--- src/hdl/usb_txn_pkg.sv ---
package usb_txn_pkg;

  // PID nibble as it appears on the ULPI bus
  typedef enum logic [3:0] {
    PID_OUT   = 4'b0001,
    PID_IN    = 4'b1001,
    PID_SETUP = 4'b1101,
    PID_PING  = 4'b0100,
    PID_DATA0 = 4'b0011,
    PID_DATA1 = 4'b1011,
    PID_ACK   = 4'b0010,
    PID_NAK   = 4'b1010,
    PID_STALL = 4'b1110
  } usb_pid_t;

  typedef logic [6:0] usb_addr_t;
  typedef logic [3:0] usb_endp_t;

  // Decoded token from the packet decoder
  typedef struct packed {
    usb_pid_t  pid;
    usb_addr_t addr;
    usb_endp_t endp;
  } usb_token_t;

  // Status reported by a bulk endpoint
  typedef struct packed {
    logic rx_rdy;
    logic tx_rdy;
    logic parity;
    logic halted;
  } ep_status_t;

  // Control strobes and select level for a bulk endpoint
  typedef struct packed {
    logic select;
    logic finish;
    logic cancel;
  } ep_ctrl_t;

  // Routing facts for the transaction FSM
  typedef struct packed {
    logic       hit;
    logic       ep0;
    logic       out_sel;
    logic       out_rdy;
    logic       in_sel;
    logic       in_rdy;
    logic       seq;
    logic       par_ok;
    logic [2:0] mux_sel;
  } ep_route_t;

  typedef enum logic [2:0] {
    ST_IDLE,
    ST_RECV,
    ST_RESP,
    ST_DROP,
    ST_SEND,
    ST_WAIT
  } txn_state_t;

endpackage

--- src/hdl/bus_timers.sv ---
module bus_timers #(
  parameter int TURNAROUND_LIMIT = 101,
  parameter int RESPONSE_LIMIT   = 23,
  parameter int DATA_LIMIT       = 23
) (
  input  logic clock,
  input  logic reset,
  input  logic turnaround_start_i,
  input  logic response_start_i,
  input  logic data_start_i,
  input  logic hsk_recv_i,
  input  logic usb_busy_i,
  input  logic rx_start_i,
  output logic timeout_o
);

  logic ta_expired, ep_expired, td_expired;

  // Host handshake after IN data went out
  response_timer #(.LIMIT(TURNAROUND_LIMIT)) i_turnaround (
    .clock(clock), .reset(reset),
    .start_i(turnaround_start_i), .stop_i(hsk_recv_i), .expired_o(ta_expired)
  );

  // Endpoint has to start its packet after an IN
  response_timer #(.LIMIT(RESPONSE_LIMIT)) i_response (
    .clock(clock), .reset(reset),
    .start_i(response_start_i), .stop_i(usb_busy_i), .expired_o(ep_expired)
  );

  // DATAx from the host after OUT or SETUP
  response_timer #(.LIMIT(DATA_LIMIT)) i_token_data (
    .clock(clock), .reset(reset),
    .start_i(data_start_i), .stop_i(rx_start_i), .expired_o(td_expired)
  );

  always_ff @(posedge clock) begin
    if (reset) timeout_o <= 1'b0;
    else timeout_o <= ta_expired || ep_expired || td_expired;
  end

endmodule

--- src/hdl/endpoint_control.sv ---
module endpoint_control
  import usb_txn_pkg::*;
#(
  parameter usb_endp_t OUT_EP_NUM = 4'd1,
  parameter usb_endp_t IN_EP_NUM  = 4'd2
) (
  input  logic       clock,
  input  logic       reset,
  input  logic       set_conf_i,
  input  logic       clr_conf_i,
  input  logic       crc_error_i,
  input  usb_addr_t  usb_addr_i,
  input  logic       tok_recv_i,
  input  usb_token_t token_i,
  input  usb_pid_t   data_pid_i,
  input  logic       hsk_recv_i,
  input  logic       hsk_sent_i,
  input  logic       timeout_i,
  input  logic       ep0_select_i,
  input  logic       ep0_parity_i,
  input  ep_status_t out_ep_i,
  input  ep_status_t in_ep_i,
  output ep_route_t  route_o,
  output ep_ctrl_t   out_ep_o,
  output ep_ctrl_t   in_ep_o
);

  logic out_en_q, in_en_q;
  logic crc_err_q, crc_ack_q;
  logic end_q;
  logic out_sel_q, in_sel_q;
  logic out_fin_q, in_fin_q;
  logic out_can_q, in_can_q;
  logic tok_hit;
  logic data_seq;

  // Bulk endpoints only run once the device is configured
  always_ff @(posedge clock) begin
    if (reset || clr_conf_i || out_ep_i.halted) begin
      out_en_q <= 1'b0;
    end else if (set_conf_i) begin
      out_en_q <= 1'b1;
    end
    if (reset || clr_conf_i || in_ep_i.halted) begin
      in_en_q <= 1'b0;
    end else if (set_conf_i) begin
      in_en_q <= 1'b1;
    end
  end

  // One pulse per CRC error, however long the decoder holds it
  always_ff @(posedge clock) begin
    if (reset || !crc_error_i) begin
      crc_err_q <= 1'b0;
      crc_ack_q <= 1'b0;
    end else begin
      crc_err_q <= !crc_ack_q;
      crc_ack_q <= 1'b1;
    end
  end

  always_ff @(posedge clock) begin
    end_q <= reset || clr_conf_i || hsk_recv_i || hsk_sent_i || timeout_i || crc_err_q;
  end

  assign route_o.hit     = token_i.addr == usb_addr_i;
  assign route_o.ep0     = token_i.endp == 4'd0;
  assign route_o.out_sel = out_en_q && token_i.endp == OUT_EP_NUM;
  assign route_o.out_rdy = route_o.out_sel && !out_ep_i.halted && out_ep_i.rx_rdy;
  assign route_o.in_sel  = in_en_q && token_i.endp == IN_EP_NUM;
  assign route_o.in_rdy  = route_o.in_sel && !in_ep_i.halted && in_ep_i.tx_rdy;

  assign tok_hit  = tok_recv_i && route_o.hit;
  assign data_seq = data_pid_i == PID_DATA1;

  // DATAx sequence bit has to match the toggle of the endpoint being filled
  assign route_o.par_ok = (ep0_select_i && ep0_parity_i == data_seq) ||
                          (out_sel_q && out_ep_i.parity == data_seq);

  always_comb begin
    if (route_o.ep0) begin
      route_o.seq     = ep0_parity_i;
      route_o.mux_sel = 3'd0;
    end else if (token_i.endp == OUT_EP_NUM) begin
      route_o.seq     = out_ep_i.parity;
      route_o.mux_sel = 3'd1;
    end else if (token_i.endp == IN_EP_NUM) begin
      route_o.seq     = in_ep_i.parity;
      route_o.mux_sel = 3'd2;
    end else begin
      route_o.seq     = 1'b0;
      route_o.mux_sel = 3'd7;
    end
  end

  // Selects hold from the token until the transaction ends
  always_ff @(posedge clock) begin
    if (reset || end_q) begin
      out_sel_q <= 1'b0;
      in_sel_q  <= 1'b0;
    end else if (tok_hit) begin
      out_sel_q <= route_o.out_sel && !out_ep_i.halted;
      in_sel_q  <= route_o.in_sel && !in_ep_i.halted;
    end
  end

  always_ff @(posedge clock) begin
    if (reset || end_q) begin
      out_fin_q <= 1'b0;
      in_fin_q  <= 1'b0;
      out_can_q <= 1'b0;
      in_can_q  <= 1'b0;
    end else begin
      out_fin_q <= out_sel_q && hsk_sent_i;
      in_fin_q  <= in_sel_q && hsk_recv_i;
      out_can_q <= out_sel_q && (crc_err_q || timeout_i);
      in_can_q  <= in_sel_q && (crc_err_q || timeout_i);
    end
  end

  assign out_ep_o = '{select: out_sel_q, finish: out_fin_q, cancel: out_can_q};
  assign in_ep_o  = '{select: in_sel_q, finish: in_fin_q, cancel: in_can_q};

endmodule

--- src/hdl/response_timer.sv ---
module response_timer #(
  parameter int LIMIT = 23
) (
  input  logic clock,
  input  logic reset,
  input  logic start_i,
  input  logic stop_i,
  output logic expired_o
);

  localparam int CW = $clog2(LIMIT + 1);

  logic [CW-1:0] count_q;
  logic          run_q;

  always_ff @(posedge clock) begin
    if (reset) begin
      run_q     <= 1'b0;
      expired_o <= 1'b0;
    end else begin
      expired_o <= 1'b0;
      if (start_i) begin
        run_q <= 1'b1;
      end else if (run_q && (stop_i || count_q == '0)) begin
        run_q     <= 1'b0;
        expired_o <= !stop_i;  // underflow without the awaited event
      end
    end
  end

  always_ff @(posedge clock) begin
    if (start_i) count_q <= CW'(LIMIT);
    else if (run_q) count_q <= count_q - 1'b1;
  end

endmodule

--- src/hdl/transaction_fsm.sv ---
module transaction_fsm
  import usb_txn_pkg::*;
(
  input  logic      clock,
  input  logic      reset,
  input  logic      tok_recv_i,
  input  usb_pid_t  token_pid_i,
  input  ep_route_t route_i,
  input  logic      ep0_select_i,
  input  logic      usb_recv_i,
  input  logic      usb_sent_i,
  input  logic      hsk_sent_i,
  input  logic      hsk_recv_i,
  input  logic      eop_recv_i,
  input  logic      crc_error_i,
  input  logic      timeout_i,
  output logic      hsk_send_o,
  output usb_pid_t  ulpi_tuser_o,
  output logic      mux_enable_o,
  output logic [2:0] mux_select_o,
  output logic      turnaround_start_o,
  output logic      response_start_o,
  output logic      data_start_o
);

  txn_state_t state_q, state_d;
  usb_pid_t   pid_d;
  logic       tok_hit;

  assign tok_hit = tok_recv_i && route_i.hit;

  always_comb begin
    state_d = state_q;
    pid_d   = ulpi_tuser_o;
    case (state_q)
      ST_IDLE: begin
        if (tok_hit) begin
          case (token_pid_i)
            PID_SETUP: begin
              if (route_i.ep0) begin
                state_d = ST_RECV;
              end else begin
                state_d = ST_DROP;
                pid_d   = PID_STALL;
              end
            end
            PID_OUT: begin
              if (ep0_select_i || route_i.out_rdy) begin
                state_d = ST_RECV;
              end else begin
                // Enabled but full gets NAK, anything else is unsupported
                state_d = ST_DROP;
                if (route_i.out_sel) pid_d = PID_NAK;
                else pid_d = PID_STALL;
              end
            end
            PID_IN: begin
              if (route_i.seq) pid_d = PID_DATA1;
              else pid_d = PID_DATA0;
              if (ep0_select_i || route_i.in_rdy) begin
                state_d = ST_SEND;
              end else if (route_i.in_sel) begin
                state_d = ST_RESP;
                pid_d   = PID_NAK;
              end else begin
                // Nothing to send, wait for the bus to go quiet
                state_d = ST_WAIT;
              end
            end
            PID_PING: begin
              state_d = ST_RESP;
              if (ep0_select_i || route_i.out_rdy) pid_d = PID_ACK;
              else if (route_i.out_sel) pid_d = PID_NAK;
              else pid_d = PID_STALL;
            end
            default: state_d = ST_IDLE;
          endcase
        end
      end
      ST_RECV: begin
        if (usb_recv_i) begin
          // A repeated DATAx is dropped without a handshake
          if (route_i.par_ok) begin
            state_d = ST_RESP;
            pid_d   = PID_ACK;
          end else begin
            state_d = ST_IDLE;
          end
        end else if (timeout_i || crc_error_i) begin
          state_d = ST_IDLE;
        end
      end
      ST_RESP: if (hsk_sent_i || timeout_i) state_d = ST_IDLE;
      ST_SEND: begin
        if (usb_sent_i) state_d = ST_WAIT;
        else if (timeout_i) state_d = ST_IDLE;
      end
      ST_WAIT: if (hsk_recv_i || timeout_i) state_d = ST_IDLE;
      ST_DROP: if (eop_recv_i || timeout_i) state_d = ST_IDLE;
      default: state_d = ST_IDLE;
    endcase
  end

  // Timer starts at the events each timer guards
  assign turnaround_start_o = state_q == ST_SEND && usb_sent_i;
  assign response_start_o   = state_q == ST_IDLE && tok_hit && token_pid_i == PID_IN;
  assign data_start_o       = state_q == ST_IDLE && tok_hit &&
                              (token_pid_i == PID_OUT || token_pid_i == PID_SETUP);

  always_ff @(posedge clock) begin
    if (reset) begin
      state_q      <= ST_IDLE;
      hsk_send_o   <= 1'b0;
      mux_enable_o <= 1'b0;
      mux_select_o <= 3'd0;
      ulpi_tuser_o <= PID_NAK;
    end else begin
      state_q      <= state_d;
      hsk_send_o   <= state_d == ST_RESP;
      mux_enable_o <= state_q == ST_SEND || state_q == ST_WAIT;
      ulpi_tuser_o <= pid_d;
      if (state_q == ST_IDLE && tok_hit) begin
        mux_select_o <= route_i.mux_sel;
      end
    end
  end

endmodule

--- src/hdl/usb_transaction.sv ---
module usb_transaction
  import usb_txn_pkg::*;
#(
  parameter usb_endp_t OUT_EP_NUM       = 4'd1,
  parameter usb_endp_t IN_EP_NUM        = 4'd2,
  parameter int        TURNAROUND_LIMIT = 101,
  parameter int        RESPONSE_LIMIT   = 23,
  parameter int        DATA_LIMIT       = 23
) (
  input  logic       clock,
  input  logic       reset,
  input  logic       set_conf_i,
  input  logic       clr_conf_i,
  input  usb_addr_t  usb_addr_i,
  input  logic       crc_error_i,
  input  logic       tok_recv_i,
  input  usb_token_t token_i,
  input  usb_pid_t   data_pid_i,
  input  logic       usb_recv_i,
  input  logic       eop_recv_i,
  input  logic       hsk_recv_i,
  input  logic       rx_start_i,
  input  logic       hsk_sent_i,
  input  logic       usb_busy_i,
  input  logic       usb_sent_i,
  output logic       hsk_send_o,
  output usb_pid_t   ulpi_tuser_o,
  output logic       mux_enable_o,
  output logic [2:0] mux_select_o,
  input  logic       ep0_select_i,
  input  logic       ep0_parity_i,
  input  ep_status_t out_ep_i,
  input  ep_status_t in_ep_i,
  output ep_ctrl_t   out_ep_o,
  output ep_ctrl_t   in_ep_o,
  output logic       timedout_o
);

  ep_route_t route;
  logic      timeout;
  logic      turnaround_start, response_start, data_start;

  assign timedout_o = timeout;

  endpoint_control #(.OUT_EP_NUM(OUT_EP_NUM), .IN_EP_NUM(IN_EP_NUM)) i_endpoint_control (
    .clock(clock), .reset(reset),
    .set_conf_i(set_conf_i), .clr_conf_i(clr_conf_i), .crc_error_i(crc_error_i),
    .usb_addr_i(usb_addr_i), .tok_recv_i(tok_recv_i), .token_i(token_i),
    .data_pid_i(data_pid_i), .hsk_recv_i(hsk_recv_i), .hsk_sent_i(hsk_sent_i),
    .timeout_i(timeout), .ep0_select_i(ep0_select_i), .ep0_parity_i(ep0_parity_i),
    .out_ep_i(out_ep_i), .in_ep_i(in_ep_i),
    .route_o(route), .out_ep_o(out_ep_o), .in_ep_o(in_ep_o)
  );

  transaction_fsm i_transaction_fsm (
    .clock(clock), .reset(reset),
    .tok_recv_i(tok_recv_i), .token_pid_i(token_i.pid), .route_i(route),
    .ep0_select_i(ep0_select_i), .usb_recv_i(usb_recv_i), .usb_sent_i(usb_sent_i),
    .hsk_sent_i(hsk_sent_i), .hsk_recv_i(hsk_recv_i), .eop_recv_i(eop_recv_i),
    .crc_error_i(crc_error_i), .timeout_i(timeout),
    .hsk_send_o(hsk_send_o), .ulpi_tuser_o(ulpi_tuser_o),
    .mux_enable_o(mux_enable_o), .mux_select_o(mux_select_o),
    .turnaround_start_o(turnaround_start), .response_start_o(response_start),
    .data_start_o(data_start)
  );

  bus_timers #(
    .TURNAROUND_LIMIT(TURNAROUND_LIMIT),
    .RESPONSE_LIMIT(RESPONSE_LIMIT),
    .DATA_LIMIT(DATA_LIMIT)
  ) i_bus_timers (
    .clock(clock), .reset(reset),
    .turnaround_start_i(turnaround_start), .response_start_i(response_start),
    .data_start_i(data_start), .hsk_recv_i(hsk_recv_i), .usb_busy_i(usb_busy_i),
    .rx_start_i(rx_start_i), .timeout_o(timeout)
  );

endmodule

--- config.mk ---
export PLATFORM = sky130hd
export DESIGN_NAME = usb_transaction
export DESIGN_NICKNAME = d
export VERILOG_FILES = /design/src/hdl/usb_txn_pkg.sv /design/src/hdl/bus_timers.sv /design/src/hdl/endpoint_control.sv /design/src/hdl/response_timer.sv /design/src/hdl/transaction_fsm.sv /design/src/hdl/usb_transaction.sv
export SDC_FILE = /design/constraint.sdc
export NUM_CORES = 1
export LEC_CHECK = 0
export ABC_AREA = 1
export BUFFER_PORTS_ARGS = -buffer_cell sky130_fd_sc_hd__buf_2
export CAP_MARGIN = 40
export CORE_AREA = 2 2 78 80
export CTS_CLUSTER_DIAMETER = 150
export DETAILED_ROUTE_END_ITERATION = 8
export DIE_AREA = 0 0 80 82
export GPL_TIMING_DRIVEN = 0
export PLACE_DENSITY_LB_ADDON = 0.08
export REMOVE_ABC_BUFFERS = 1
export SYNTH_ARGS = -nofsm -noshare
export SYNTH_HDL_FRONTEND = slang
export SYNTH_HIERARCHICAL = 1
export SYNTH_SLANG_ARGS = --single-unit
export TNS_END_PERCENT = 10
--- constraint.sdc ---
create_clock -name clock -period 1.5 [get_ports clock]
set_input_delay 0.075 -clock clock [delete_from_list [all_inputs] [get_ports clock]]
set_output_delay 0.075 -clock clock [all_outputs]
set_load 0.02 [all_outputs]
==> impl_metrics.py, run 1 <==
metrics = {
    "timing": {
        "hold_viol": 0,
        "timing.hold.ws_ns": 0.0171,
        "fin_crit_sh": 0.978,
        "rsz0062_at_grt": "true",
        "fmax_mhz": 681,
        "fin_skew_ns": 0.00453,
        "fin_ws_ns": 0.0326,
        "period_needed_ns": 1.47,
        "maxSlewViolCount": 0,
        "finalSetupViolCount": 0,
    },
    "global_routing": {
        "grt_overflow": 0,
        "grt_pass1_vias": 2266,
        "antenna_found_initial": 0,
        "grtUsageTotal": 0.182,
        "grt_start_max_net_pins": 17,
        "grt_pass1_wl_mm": 9.45,
    },
    "pwr": {
        "irDropWorstVdd_uv": 469,
        "swShare": 0.246,
        "power_frac_clock": 0.335,
        "power_leakage_nw": 1.64,
        "pwr-share-comb": 0.103,
        "pwr_density_cell_nw_per_um2": 676,
        "netSwitchingPower_mw": 0.539,
        "seqPwrFrac": 0.562,
        "p_int_mw": 1.65,
        "totalPowerFinal_mw": 2.19,
    },
    "route": {
        "wire_per_inst_um": 10.2,
        "drt_wl_total_mm": 5.54,
        "route.detailed.drc": 0,
        "vias": 2503,
        "drtAntennaViolNets": 0,
        "firstDrtPassIters": 4,
        "drtIter0Drc": 111,
        "via_per_inst": 4.60,
    },
    "yosys": {
        "synth_edf_count": 0,
        "synth.distinct_cells": 31,
        "syn_inst": 400,
        "yosys_register_bits": 46,
        "async_reset_ff_frac": 0,
        "ys_seq_area_frac": 0.346,
        "synth_area_per_cell_um2": 6.65,
        "netlist_area_um2": 2660,
        "yosysWarnings": 6,
        "ys.flop_type": "dfxtp_1",
    },
    "critical_path": {
        "cp_num_buf_inv": 2,
        "critPathTopFamily": "simple AND/OR/NAND/NOR gates",
        "worstSetupEndpointType": "register",
        "path_class": "register to register",
        "slowest_delay_ns": 0.34,
        "critical_path_required_ns": 1.73,
        "worstSetupPathDepth": 13,
        "cp.arrival_ns": 1.70,
        "cp-start-kind": "register",
        "r2r_cells": 13,
        "slowest_stage": "dfxtp_2",
        "cp_max_fo": 5,
        "path_cells": "inv_2 -> nor3_4 -> and2_4 -> inv_2 -> nand2_2 -> nand3_2 -> nand2_1 -> nor2_1 -> nand2_2 -> nand2_4 -> nand3_2 -> nand2_1 -> nor2_1",
    },
    "placed_design": {
        "place_ws_ns": -0.424,
        "io_buffers": 61,
        "gp_congestion": 0.851,
        "dp_hpwl_mm": 4.38,
    },
    "cts": {
        "worstSkewPairLatency_ns": 0.29,
        "cts_sinks": 46,
        "tritoncts": "yes",
        "cts_buffer_depth": 2,
        "h-tree-depth": 2,
        "cts_root_buffer": "clkbuf_8",
        "cts.clk_slew.worst_paths_ns": 0.08,
        "cts_buffers": 5,
    },
    "min_path": {
        "min_path_type": "input pin to register",
        "worstHoldPathCells": 4,
    },
    "floorplanning": {
        "die_area_um2": 6560,
        "io-pin-count": 65,
        "core_um2": 5750,
        "placementRows": 28,
        "fp.dieW_um": 80,
        "die_h_um": 82,
        "initial_utilization": 0.463,
    },
    "finish": {
        "fin_nets": 523,
        "multi_input_area_um2": 1480,
        "nFillCells": 585,
        "syn_to_final_growth_pct": 21.7,
        "antenna_cells": 0,
        "drive_above_1_share": 0.292,
        "ff_latch_area_um2": 922,
    },
    "status": {
        "run_status": "finished, final reports clean",
    },
    "flow_run": {
        "cap_violations": 0,
    },
}
[synthesized netlist by cell type, types with 2 or more instances]
library cell,count,area share
nand2_1,72,0.10
nor2_1,71,0.10
inv_1,60,0.085
dfxtp_1,46,0.35
nand3_1,32,0.060
a21oi_1,14,0.026
o21ai_0,14,0.026
inv_2,12,0.017
nor3_1,11,0.021
nor2_4,8,0.034
buf_4,7,0.020
nand2_2,7,0.016
ha_1,6,0.028
nor2_2,6,0.014
nand4_1,5,0.012
nand2_4,4,0.017
nand3b_1,4,0.011
o21ai_1,4,0.0075
xnor2_1,3,0.0099
a21oi_2,2,0.0066
and2_1,2,0.0047
[per-stage QoR]
stage / instance area [µm²] / util / std cells / TNS [ns]
floorplan: 2610 / - / 393 / 0
global placement: 3010 / 0.524 / 529 / -3.68
detailed placement: 3010 / 0.524 / 529 / -4.01
CTS: 3120 / 0.544 / 539 / -0.00129
global route: 3240 / 0.564 / 544 / -0.163
finish: 3240 / 0.564 / 544 / 0
[power groups by stage]
stage,Clock [mW],Combinational (mW),Sequential (mW)
floorplan,0,0.105,1.26
global placement,0,0.207,1.26
detailed placement,0,0.209,1.26
CTS,0.768,0.214,1.23
global route,0.814,0.254,1.23
finish,0.733,0.225,1.23
[registers in the layout (all words and copies together) (netlist names), 3 cells and up]
| name | flops |
|---|---|
| i_transaction_fsm/state_q | 3 |
| i_bus_timers/i_response/count_q | 5 |
| i_bus_timers/i_token_data/count_q | 5 |
| i_transaction_fsm/mux_select_o | 3 |
| i_transaction_fsm/ulpi_tuser_o | 3 |
| i_bus_timers/i_turnaround/count_q | 7 |
[final cells by class]
class	instances	share of cell area
Timing Repair Buffer	68	0.117
Inverter	73	0.0854
Multi-Input combinational cell	274	0.457
Clock inverter	2	0.00425
Clock buffer	6	0.0224
Tap cell	75	0.0290
Sequential cell	46	0.285
[per-layer routing]
metal  vias up  track usage  wire length [µm]
met3         4       0.0319               244
met4         0       0.0508                34
met5         -            0                 0
met1      1073        0.231              2650
met2        53        0.318              2600
li1       1373            -                 -
[worst reg2reg max path, delay by kind of cell, from the launching register on]
family	cells	cell delay (ns)
DFF	1	0.34
and+or+nand+nor	11	0.99
buffers and inverters	2	0.08
[path summary, 6_finish.rpt]
path	start	to	slack (ns)
min	usb_busy_i	i_bus_timers/i_response/expired_o	0.02
max	i_endpoint_control/out_en_q	i_transaction_fsm/ulpi_tuser_o[2]	0.03
min reg2reg	i_endpoint_control/crc_ack_q	i_endpoint_control/crc_err_q	0.39
max reg2reg	i_endpoint_control/out_en_q	i_transaction_fsm/ulpi_tuser_o[2]	0.03
[placed cells by master (no fill, tap or decap), types with 5 or more instances in the layout]
cell type  synthesis  routed
nor2_1            71      69
nand2_1           72      68
buf_2              0      61
inv_1             60      57
dfxtp_1           46      45
nand3_1           32      29
inv_2             12      15
o21ai_0           14      14
a21oi_1           14      12
nand2_2            7      11
nor3_1            11      10
nor2_4             8       9
nor2_2             6       7
ha_1               6       6
clkbuf_8           0       5
nand4_1            5       5
[logic make-up after synthesis]
family,Yosys count,share of synthesized area
and+or+nand+nor,226,0.409
buffers and inverters,80,0.124
DFF,46,0.346
AOI/OAI and AO/OA,37,0.0785
adders and majority gates,6,0.0282
xor gates and xnor gates,4,0.0132
other,1,0.00141
[what timing repair did]
item | CTS | global route
pin swaps | 1 | 14
hold buffers | 2 | 0
endpoints found under the hold margin | 2 | 0
gates cloned | 0 | 0
gates resized for setup | 3 | 19
endpoints found under the setup margin | 9 | 16
setup buffers | 0 | 5
No activity file was read; power rests on OpenSTA's default activity.
==> run 2: changes to the inputs <==
==> constraint.sdc (replaced) <==
create_clock -name clock -period 1.5 [get_ports clock]
set_input_delay 0.15 -clock clock [delete_from_list [all_inputs] [get_ports clock]]
set_output_delay 0.15 -clock clock [all_outputs]
set_load 0.02 [all_outputs]
==> run 2 against run 1 <==
Net effect:
- hold slack better by 0.020 ns
- sequential power about the same
- via count rose by 0.36%
- cell count is the same
- wire length grew 0.16%
- largest cell class unchanged
- highest routed layer unchanged
==> impl_metrics.py, run 2 (synthesis results as in run 1) <==
metrics = {
    "global_routing": {
        "global_route.peak_usage_layer": "met2",
        "antenna_found_initial": 0,
        "use_met2": 0.317,
        "grt_pass1_vias": 2264,
        "use_met3": 0.0319,
        "grt_use_met1": 0.231,
        "grt_start_max_net_pins": 17,
        "grtUsageTotal": 0.181,
        "grt_overflow": 0,
        "grt_pass1_wl_mm": 9.42,
    },
    "timing": {
        "finalSetupViolCount": 0,
        "tns_ns": 0,
        "hold_viol": 0,
        "fin_crit_sh": 0.977,
        "fmax_mhz": 682,
        "fin_skew_ns": 0.00450,
        "maxSlewViolCount": 0,
        "rsz0062_at_grt": "true",
        "period_needed_ns": 1.47,
        "fin_ws_ns": 0.0338,
    },
    "route": {
        "drtAntennaViolNets": 0,
        "route.detailed.drc": 0,
        "wire_per_inst_um": 10.2,
        "firstDrtPassIters": 4,
        "vias": 2512,
        "via_per_inst": 4.62,
        "drt_wl_total_mm": 5.55,
        "drtIter0Drc": 115,
    },
    "placed_design": {
        "place_ws_ns": -0.499,
        "io_buffers": 61,
        "gp_congestion": 0.851,
        "dp_hpwl_mm": 4.38,
    },
    "floorplanning": {
        "io-pin-count": 65,
        "die_area_um2": 6560,
        "fp.dieW_um": 80,
        "die_h_um": 82,
        "initial_utilization": 0.463,
        "placementRows": 28,
        "core_um2": 5750,
    },
    "critical_path": {
        "cp.arrival_ns": 1.70,
        "cp_max_fo": 5,
        "cp-start-kind": "register",
        "path_class": "register to register",
        "worstSetupEndpointType": "register",
        "critical_path_required_ns": 1.73,
    },
    "cts": {
        "cts_sinks": 46,
        "cts_buffer_depth": 2,
        "cts_root_buffer": "clkbuf_8",
        "h-tree-depth": 2,
        "cts.clk_slew.worst_paths_ns": 0.08,
        "worstSkewPairLatency_ns": 0.29,
        "tritoncts": "yes",
        "cts_buffers": 5,
    },
    "finish": {
        "utilization": 0.574,
        "nFillCells": 576,
        "multi_input_area_um2": 1520,
        "final_common_cell": "nor2_1",
        "fin_nets": 523,
        "drive_above_1_share": 0.309,
        "layout_common_cells": "nor2_1 (68), nand2_1 (66), inv_1 (57), buf_2 (57), dfxtp_1 (45)",
        "largest_registers": "i_bus_timers/i_turnaround/count_q: 7 flops, i_bus_timers/i_response/count_q: 5 flops, i_bus_timers/i_token_data/count_q: 5 flops",
        "antenna_cells": 0,
        "largest_register_ffs": 7,
        "largest_register": "i_bus_timers/i_turnaround/count_q",
        "ff_latch_area_um2": 922,
        "syn_to_final_growth_pct": 23.9,
    },
    "status": {
        "run_status": "finished, final reports clean",
    },
    "flow_run": {
        "cap_violations": 0,
    },
    "pwr": {
        "pwr_density_cell_nw_per_um2": 669,
        "irDropWorstVdd_uv": 488,
        "power_leakage_nw": 1.66,
        "totalPowerFinal_mw": 2.21,
    },
    "min_path": {
        "min_path_type": "input pin to register",
    },
}
-- run 2: cell types whose count changed in the layout (fill, tap and decap cells not counted), sizes merged --
cell	before	now
buf	66	68
dlygate4sd3	2	0
-- run 2: cell type report --
| class | count | share of cell area |
|---|---|---|
| Multi-Input combinational cell | 274 | 0.460 |
| Clock inverter | 2 | 0.00417 |
| Timing Repair Buffer | 68 | 0.122 |
| Inverter | 73 | 0.0838 |
| Clock buffer | 6 | 0.0220 |
| Tap cell | 75 | 0.0285 |
| Sequential cell | 46 | 0.280 |
-- run 2: path summary, 6_finish.rpt --
kind                                      from  slack [ns]                                 to  cells after the start
setup / recovery   i_endpoint_control/out_en_q        0.03  i_transaction_fsm/ulpi_tuser_o[2]                     13
hold / removal                      in_ep_i[0]        0.04         i_endpoint_control/in_en_q                      2
setup reg to reg   i_endpoint_control/out_en_q        0.03  i_transaction_fsm/ulpi_tuser_o[2]                     13
hold reg to reg   i_endpoint_control/crc_ack_q        0.39       i_endpoint_control/crc_err_q                      1
-- run 2: through the flow --
step	hold slack, ns	area (µm²)	instances
5_1_grt	0.0380	3300	544
3_3_place_gp	0.331	3010	529
4_1_cts	0.0195	3120	539
6_report	0.0373	3300	544
2_1_floorplan	0.212	2610	393
3_5_place_dp	0.331	3010	529
-- run 2: where the power goes --
| group | internal, mW | switching, mW | total [mW] |
|---|---|---|---|
| combinational | 0.103 | 0.138 | 0.241 |
| clock | 0.329 | 0.405 | 0.734 |
| sequential | 1.23 | 0.00351 | 1.23 |
| total | 1.66 | 0.546 | 2.21 |
-- run 2: metal layers --
metal | up-vias | part of all wire
met3 | 4 | 0.044
met4 | 0 | 0.0061
met5 | - | 0
li1 | 1374 | -
met2 | 52 | 0.48
met1 | 1082 | 0.47
-- run 2: what timing repair did --
action,in CTS,in global routing
endpoints found under the hold margin,0,0
buffers inserted,2,5
hold buffers,0,0
resized for setup,3,31
setup endpoints to repair,12,17
pin swaps,2,17
-- run 2: worst max-delay path, cell delays in order, from the launching register on --
cell and delay (ns):
dfxtp_2 0.34, inv_2 0.04, nor3_4 0.19, and2_4 0.17, inv_2 0.03, nand2_2 0.06
nand3_2 0.08, nand2_2 0.08, nor2_2 0.04, nand2_2 0.08, nand2_4 0.08, nand3_2 0.06
nand2_1 0.05, nor2_1 0.10
